==> src/source/forget_gate_pkg.sv <==
// Q8.8 signed fixed point throughout, sizes limited to 8 bits (0 to 255 rows and pairs)
`default_nettype none

package forget_gate_pkg;

  ////////////////////
  // Widths

  localparam int FRAC_BITS = 8;  // Q8.8 fraction bits

  typedef logic signed [15:0] fixed_t;  // Q8.8 weight, operand, bias, result
  typedef logic signed [31:0] acc_t;    // Q16.16 product and running sum
  typedef logic [7:0]         size_t;   // Element or pair count

  // Saturation limits of the pre-activation
  localparam fixed_t FIXED_MAX = 16'sh7fff;
  localparam fixed_t FIXED_MIN = 16'sh8000;
  localparam fixed_t FIXED_ONE = 16'sd256;  // 1.0

  ////////////////////
  // Logistic approximation

  // Knees on |x|, Q8.8
  localparam fixed_t SIG_KNEE_1 = 16'sd256;   // 1.0
  localparam fixed_t SIG_KNEE_2 = 16'sd608;   // 2.375
  localparam fixed_t SIG_KNEE_3 = 16'sd1280;  // 5.0

  // Segment offsets, Q8.8
  localparam fixed_t SIG_OFS_0 = 16'sd128;  // 0.5
  localparam fixed_t SIG_OFS_1 = 16'sd160;  // 0.625
  localparam fixed_t SIG_OFS_2 = 16'sd216;  // 0.84375

  ////////////////////
  // Sequencer

  typedef enum logic [1:0] {
    IDLE = 2'd0,  // Wait for START
    ROW  = 2'd1   // Count pairs, wait for bias
  } decode_state_e;

endpackage

`default_nettype wire

==> src/source/forget_gate_mac_if.sv <==
// Decode drives every signal; strobes last one cycle, data is valid only with its strobe
`timescale 1ns/10ps
`default_nettype none

interface forget_gate_mac_if import forget_gate_pkg::*; ();

  // Pair channel
  logic   acc_en;   // One product to accumulate
  fixed_t weight;
  fixed_t operand;

  // Row close
  logic   bias_en;  // Closes the current row
  fixed_t bias;
  logic   row_last; // Final row, or alone for an empty vector

  ////////////////////
  // Views

  modport decode (
    output acc_en,
    output weight,
    output operand,
    output bias_en,
    output bias,
    output row_last
  );

  modport mac (
    input acc_en,
    input weight,
    input operand,
    input bias_en,
    input bias,
    input row_last
  );

endinterface

`default_nettype wire

==> src/source/forget_gate_decode.sv <==
// Single START in IDLE only; extra pairs and early biases are dropped silently, no back-pressure
`timescale 1ns/10ps
`default_nettype none

module forget_gate_decode import forget_gate_pkg::*; (
  input  wire    CLK,
  input  wire    RST,

  input  wire    START,
  input  size_t  SIZE_L_IN,
  input  size_t  SIZE_N_IN,

  input  wire    PAIR_IN_ENABLE,
  input  fixed_t W_IN,
  input  fixed_t V_IN,

  input  wire    B_IN_ENABLE,
  input  fixed_t B_IN,

  forget_gate_mac_if.decode mac
);

  decode_state_e state;

  size_t size_n;     // Pairs per row, latched on START
  size_t pair_cnt;   // Pairs taken in the current row
  size_t rows_left;  // Rows still to close

  logic pair_take;
  logic bias_take;

  ////////////////////
  // Acceptance rules

  // Pair only while the row is short of SIZE_N
  assign pair_take = (state == ROW) && PAIR_IN_ENABLE && (pair_cnt != size_n);
  // Bias only once the row is full
  assign bias_take = (state == ROW) && B_IN_ENABLE && (pair_cnt == size_n);

  ////////////////////
  // FSM and counters

  always_ff @(posedge CLK or posedge RST) begin
    if (RST) begin
      state        <= IDLE;
      size_n       <= '0;
      pair_cnt     <= '0;
      rows_left    <= '0;
      mac.acc_en   <= 1'b0;
      mac.bias_en  <= 1'b0;
      mac.row_last <= 1'b0;
    end else begin
      // Strobes default low, one cycle each
      mac.acc_en   <= 1'b0;
      mac.bias_en  <= 1'b0;
      mac.row_last <= 1'b0;

      case (state)
        IDLE: begin
          if (START) begin
            size_n    <= SIZE_N_IN;
            rows_left <= SIZE_L_IN;
            pair_cnt  <= '0;
            if (SIZE_L_IN != '0) begin
              state <= ROW;
            end else begin
              mac.row_last <= 1'b1;  // Empty vector, READY with no output
            end
          end
        end

        ROW: begin
          if (pair_take) begin
            mac.acc_en <= 1'b1;
            pair_cnt   <= pair_cnt + size_t'(1);
          end
          if (bias_take) begin
            mac.bias_en <= 1'b1;
            pair_cnt    <= '0;  // Next row may start right away
            rows_left   <= rows_left - size_t'(1);
            if (rows_left == size_t'(1)) begin
              mac.row_last <= 1'b1;
              state        <= IDLE;  // New START one cycle later
            end
          end
        end

        default: state <= IDLE;
      endcase
    end
  end

  ////////////////////
  // Payload

  always_ff @(posedge CLK) begin
    if (pair_take) begin
      mac.weight  <= W_IN;
      mac.operand <= V_IN;
    end
    if (bias_take) begin
      mac.bias <= B_IN;
    end
  end

endmodule

`default_nettype wire

==> src/source/forget_gate_mac.sv <==
// Accumulator wraps at 32 bits without warning; only the final Q8.8 result saturates
`timescale 1ns/10ps
`default_nettype none

module forget_gate_mac import forget_gate_pkg::*; (
  input  wire    CLK,
  input  wire    RST,

  forget_gate_mac_if.mac mac,

  output logic   pre_valid,  // One cycle after bias_en
  output fixed_t pre_act,
  output logic   pre_last
);

  acc_t acc_q;    // Running Q16.16 sum of the row
  acc_t product;  // Full-width W*V
  acc_t scaled;   // Sum back in Q8.8 scale
  acc_t pre_sum;  // Scaled sum plus bias, before clamping
  fixed_t pre_sat;

  ////////////////////
  // Datapath

  // Sign-extend before multiplying, product is exact in 32 bits
  assign product = acc_t'(mac.weight) * acc_t'(mac.operand);

  assign scaled  = acc_q >>> FRAC_BITS;          // Arithmetic, truncates toward -inf
  assign pre_sum = scaled + acc_t'(mac.bias);    // No overflow, |scaled| < 2^23

  always_comb begin
    if (pre_sum > acc_t'(FIXED_MAX)) begin
      pre_sat = FIXED_MAX;
    end else if (pre_sum < acc_t'(FIXED_MIN)) begin
      pre_sat = FIXED_MIN;
    end else begin
      pre_sat = fixed_t'(pre_sum);  // In range, low half is exact
    end
  end

  ////////////////////
  // Accumulator and row close

  always_ff @(posedge CLK or posedge RST) begin
    if (RST) begin
      acc_q     <= '0;
      pre_valid <= 1'b0;
      pre_last  <= 1'b0;
    end else begin
      pre_valid <= mac.bias_en;
      pre_last  <= mac.row_last;  // Also passes the empty-vector marker
      if (mac.bias_en) begin
        acc_q <= '0;  // Next pair starts a fresh row
      end else if (mac.acc_en) begin
        acc_q <= acc_q + product;  // Wraparound
      end
    end
  end

  always_ff @(posedge CLK) begin
    if (mac.bias_en) begin
      pre_act <= pre_sat;
    end
  end

endmodule

`default_nettype wire

==> src/source/forget_gate_sigmoid.sv <==
// Four-segment logistic, error up to about 0.02; READY follows pre_last even with no output
`timescale 1ns/10ps
`default_nettype none

module forget_gate_sigmoid import forget_gate_pkg::*; (
  input  wire    CLK,
  input  wire    RST,

  input  wire    pre_valid,
  input  wire    pre_last,
  input  fixed_t pre_act,

  output logic   F_OUT_ENABLE,
  output logic   READY,
  output fixed_t F_OUT
);

  logic [15:0] mag;    // |pre_act|, unsigned so -32768 fits
  logic [15:0] y_pos;  // Logistic of |x|, at most 1.0
  fixed_t      y;

  ////////////////////
  // Piecewise-linear logistic

  // Two's complement negate, 0x8000 reads as 32768 unsigned
  assign mag = pre_act[15] ? 16'(-pre_act) : 16'(pre_act);

  always_comb begin
    if (mag >= 16'(SIG_KNEE_3)) begin
      y_pos = 16'(FIXED_ONE);  // Flat top
    end else if (mag >= 16'(SIG_KNEE_2)) begin
      y_pos = (mag >> 5) + 16'(SIG_OFS_2);  // Slope 1/32
    end else if (mag >= 16'(SIG_KNEE_1)) begin
      y_pos = (mag >> 3) + 16'(SIG_OFS_1);  // Slope 1/8
    end else begin
      y_pos = (mag >> 2) + 16'(SIG_OFS_0);  // Slope 1/4 around zero
    end
  end

  // Symmetry, sigmoid(-x) = 1 - sigmoid(x)
  assign y = pre_act[15] ? (FIXED_ONE - fixed_t'(y_pos)) : fixed_t'(y_pos);

  ////////////////////
  // Output stage

  always_ff @(posedge CLK or posedge RST) begin
    if (RST) begin
      F_OUT_ENABLE <= 1'b0;
      READY        <= 1'b0;
      F_OUT        <= '0;
    end else begin
      F_OUT_ENABLE <= pre_valid;
      READY        <= pre_last;  // Same cycle as last F_OUT_ENABLE
      if (pre_valid) begin
        F_OUT <= y;  // Held until the next element
      end
    end
  end

endmodule

`default_nettype wire

==> src/source/forget_gate_vector.sv <==
// Bias to F_OUT_ENABLE is two cycles, at most two rows in flight, no back-pressure on any input
`timescale 1ns/10ps
`default_nettype none

module forget_gate_vector import forget_gate_pkg::*; (
  input  wire    CLK,
  input  wire    RST,

  // Control
  input  wire    START,
  output logic   READY,   // With the last F_OUT_ENABLE

  input  size_t  SIZE_L_IN,  // Elements in the vector
  input  size_t  SIZE_N_IN,  // Pairs per element

  // Pair stream, W*x, K*r and U*h back to back
  input  wire    PAIR_IN_ENABLE,
  input  fixed_t W_IN,
  input  fixed_t V_IN,

  // Row bias
  input  wire    B_IN_ENABLE,
  input  fixed_t B_IN,

  // Result
  output logic   F_OUT_ENABLE,
  output fixed_t F_OUT
);

  // Execute to result
  logic   pre_valid;
  logic   pre_last;
  fixed_t pre_act;

  forget_gate_mac_if mac_if ();

  ////////////////////
  // Decode

  forget_gate_decode decode_i (
    .CLK           (CLK),
    .RST           (RST),
    .START         (START),
    .SIZE_L_IN     (SIZE_L_IN),
    .SIZE_N_IN     (SIZE_N_IN),
    .PAIR_IN_ENABLE(PAIR_IN_ENABLE),
    .W_IN          (W_IN),
    .V_IN          (V_IN),
    .B_IN_ENABLE   (B_IN_ENABLE),
    .B_IN          (B_IN),
    .mac           (mac_if.decode)
  );

  ////////////////////
  // Execute

  forget_gate_mac mac_i (
    .CLK      (CLK),
    .RST      (RST),
    .mac      (mac_if.mac),
    .pre_valid(pre_valid),
    .pre_act  (pre_act),
    .pre_last (pre_last)
  );

  ////////////////////
  // Result

  forget_gate_sigmoid sigmoid_i (
    .CLK         (CLK),
    .RST         (RST),
    .pre_valid   (pre_valid),
    .pre_last    (pre_last),
    .pre_act     (pre_act),
    .F_OUT_ENABLE(F_OUT_ENABLE),
    .READY       (READY),
    .F_OUT       (F_OUT)
  );

endmodule

`default_nettype wire

==> config.mk <==
export PLATFORM = sky130hd
export DESIGN_NAME = forget_gate_vector
export DESIGN_NICKNAME = d
export VERILOG_FILES = /design/src/source/forget_gate_pkg.sv /design/src/source/forget_gate_mac_if.sv /design/src/source/forget_gate_decode.sv /design/src/source/forget_gate_mac.sv /design/src/source/forget_gate_sigmoid.sv /design/src/source/forget_gate_vector.sv
export SDC_FILE = /design/constraint.sdc
export NUM_CORES = 1
export LEC_CHECK = 0
export BUFFER_PORTS_ARGS = -buffer_cell sky130_fd_sc_hd__buf_2
export CORE_ASPECT_RATIO = 0.5
export CORE_MARGIN = 5
export CORE_UTILIZATION = 58
export CTS_BUF_LIST = sky130_fd_sc_hd__clkbuf_8 sky130_fd_sc_hd__clkbuf_16
export CTS_CLUSTER_SIZE = 12
export DETAILED_ROUTE_END_ITERATION = 8
export PLACE_DENSITY_LB_ADDON = 0.1
export RECOVER_POWER = 100
export SLEW_MARGIN = 20
export SYNTH_ARGS = -nofsm -noshare
export SYNTH_HDL_FRONTEND = slang
export SYNTH_SLANG_ARGS = --single-unit
==> constraint.sdc <==
create_clock -name CLK -period 6.1 [get_ports CLK]
set_clock_uncertainty 0.1 [all_clocks]
set_input_delay 0.61 -clock CLK [delete_from_list [all_inputs] [get_ports CLK]]
set_output_delay 0.61 -clock CLK [all_outputs]
set_load 0.02 [all_outputs]
==> impl_metrics.yaml <==
worst_setup_path:
  cp_top_family: "adder cells"
  r2r_setup_slack_ns: -0.16
  cp.required_ns: 6.30
  crit_top_cell: "fa_1"
  worst_path_largest_cell_delay_ns: 0.54
  cp_max_fo: 5
  critPathSlowestCell: "fa_1"
  crit_type: "reg -> reg"
  cp-start-kind: "flip-flop"
  end_kind: "flip-flop"
  critPathBufInv: 8
  worstPathArrival_ns: 6.46
sta:
  post-route-min-period_ns: 6.26
  relSlewSlack_pct: 6.18
  rsz0062_at_grt: "true"
  worstMarginPinSlew_ns: 1.40
  final_max_slew_viol_count: 0
  setup_ws_ns: -0.161
  setup_tns_ns: -0.571
  max_freq_mhz: 160
  hold_viol: 0
  fin_crit_sh_pct: 103
  final-setup-viol-count: 5
yosys:
  postSynthCellCount: 1909
  ys_async_sr_fraction_pct: 55.6
  ys_seq_area_share_pct: 21.0
  synth_area_leaders: "fa_1, dfrtp_1, edfxtp_1, ha_1, inv_1"
  syn_nets: 2406
  yosysTopAreaCell: "fa_1"
  ys_ff_latch: 144
  synth_top_area_share_pct: 31.4
  yosysUniqueCellTypes: 75
  yosys_warnings: 0
  synth_area_per_cell_sq_um: 9.79
  synth_ff_type: "dfrtp_1"
  synth_edf_count: 64
  syn_area_sq_um: 18700
clock_network:
  cts_tree: "yes"
  cts_root_buf: "clkbuf_16"
  clkLatencyLatePin_ns: 0.45
  path_clk_slew_ns: 0.07
  numCtsBuffers: 17
  clock-sinks: 144
  cts_buffer_depth: 2
  htree_levels: 4
outcome:
  violations: "setup timing"
  outcome: "finished with violations"
final_layout:
  nFillCells: 2549
  fin_cells: 2575
  final_nets: 2627
  diodes: 0
  area_growth_syn_to_layout_pct: 17.3
  final_layout_size_suffix_gt1_share_pct: 19.5
  fin_area_sq_um: 21900
grt:
  globalRoute.totalOverflow: 0
  first_global_vias: 14000
  grt_pass1_wl_microns: 70200
  antenna_found_initial: 0
  grt_max_degree: 52
  grt_use_total_pct: 24.1
routing:
  wl_microns: 41400
  first_pass_iters: 4
  ant_nets: 0
  avgViaCountPerCell: 5.35
  num_vias: 13800
  wl_per_cell_microns: 16.1
  drc: 0
  drt_iter0_markers: 718
placement:
  dp_cells: 2513
  gp_congestion: 0.888
  dpl_cell_area_sq_um: 20600
  numPortBuffers: 86
  dpl.hpwl_microns: 33300
  post-place-ws_ns: -0.475
floorplanning:
  die_y_microns: 137
  die_area_sq_um: 36100
  die_w_microns: 264
  core-area_sq_um: 31700
  rows: 46
  start_util_pct: 58.9
  num_io_pins: 87
hold_path:
  hold_class: "in -> reg"
run:
  cap_viol_max_count: 0
## Yosys cell counts (4+ instances only)
library cell / instances
nand2b_1: 11
nor2_1: 84
a211o_1: 8
o22ai_1: 5
mux2i_1: 40
nand3b_1: 5
a21oi_1: 56
and3_1: 13
or3_1: 8
dfrtp_1: 80
nand2_1: 192
o21ai_0: 46
nor3_1: 13
a2111oi_0: 4
nor2b_1: 15
o31ai_1: 9
o21bai_1: 12
a211oi_1: 12
o211ai_1: 5
clkbuf_1: 57
a31oi_1: 17
xnor2_1: 63
nand4_1: 11
a311oi_1: 5
fa_1: 293
xor2_1: 33
nor4_1: 9
ha_1: 135
edfxtp_1: 64
and2_1: 130
or4_1: 5
nand3_1: 16
a21o_1: 24
inv_1: 358
a221oi_1: 4
## sequential cells by signal, summed over array words and instances, names as in the netlist
name	count
decode_i.mac.weight	16
mac_i.pre_act	16
decode_i.size_n	8
sigmoid_i.READY	1
decode_i.rows_left	8
decode_i.mac.bias	16
decode_i.mac.operand	16
decode_i.pair_cnt	8
sigmoid_i.F_OUT_ENABLE	1
sigmoid_i.F_OUT	16
decode_i.mac.row_last	1
decode_i.mac.bias_en	1
decode_i.mac.acc_en	1
mac_i.acc_q	32
mac_i.pre_valid	1
mac_i.pre_last	1
decode_i.state	1
## metal layers
| metal | track usage [%] | vias to the layer above | part of all wire (%) |
|---|---|---|---|
| met5 | 0 | - | 0 |
| met4 | 4.34 | 0 | 1.1 |
| met3 | 4.65 | 37 | 5.4 |
| met2 | 39.7 | 274 | 48 |
| met1 | 34.2 | 6922 | 45 |
| li1 | - | 6546 | - |
## cell families after synthesis
| kind of cell | synth area share [%] |
|---|---|
| AOI/OAI and AO/OA | 8.96 |
| DFF | 21.0 |
| buffers and inverters | 8.59 |
| xor gates and xnor gates | 4.59 |
| muxes | 2.32 |
| adders and majority gates | 40.4 |
| and+or+nand+nor | 14.1 |
## cells in the final DEF (no fill, tap or decap), types with 24 or more instances in the layout
| master | n |
|---|---|
| dfrtp_1 | 78 |
| a21o_1 | 24 |
| xor2_1 | 32 |
| and2_1 | 113 |
| nand2_1 | 187 |
| o21ai_0 | 42 |
| nor2_1 | 83 |
| edfxtp_1 | 64 |
| inv_1 | 336 |
| mux2i_1 | 40 |
| fa_1 | 284 |
| buf_2 | 84 |
| a21oi_1 | 48 |
| ha_1 | 119 |
| xnor2_1 | 63 |
| buf_4 | 160 |
## path summary, 6_finish.rpt
kind,startpoint,endpoint,depth (start not counted)
min reg2reg,decode_i.mac.row_last,mac_i.pre_last,0
min,V_IN[13],decode_i.mac.operand[13],1
min in group asynchronous,RST,mac_i.acc_q[10],2
max,decode_i.mac.operand[5],mac_i.acc_q[30],26
max in group asynchronous,RST,decode_i.mac.acc_en,3
max reg2reg,decode_i.mac.operand[5],mac_i.acc_q[30],26
## repair_timing
action / 4_1_cts / 5_1_grt
hold buffers: 0 / 0
pin swaps: 93 / 22
buffers inserted: 26 / 4
setup endpoints to repair: 13 / 16
resized for setup: 82 / 40
## layout make-up
class                   count  area, sq um  area share [%]
multi-input cells        1342        13600            62.1
well taps                 432          541            2.46
clock buffers              19          464            2.12
clock inverters            13          163           0.742
repair buffers            266         1860            8.50
flip-flops and latches    144         3930            17.9
inverters                 359         1350            6.15
## metrics by stage
step                hold WS [ns]  util (%)
finish                     0.232      69.2
global route               0.201      69.2
CTS                       0.0928      68.6
detailed placement         0.236      65.0
global placement           0.232      65.0
floorplan                  0.231         -
Power is not shown: default switching activity piles up to over one toggle a cycle in this logic, so the estimate is an artifact.
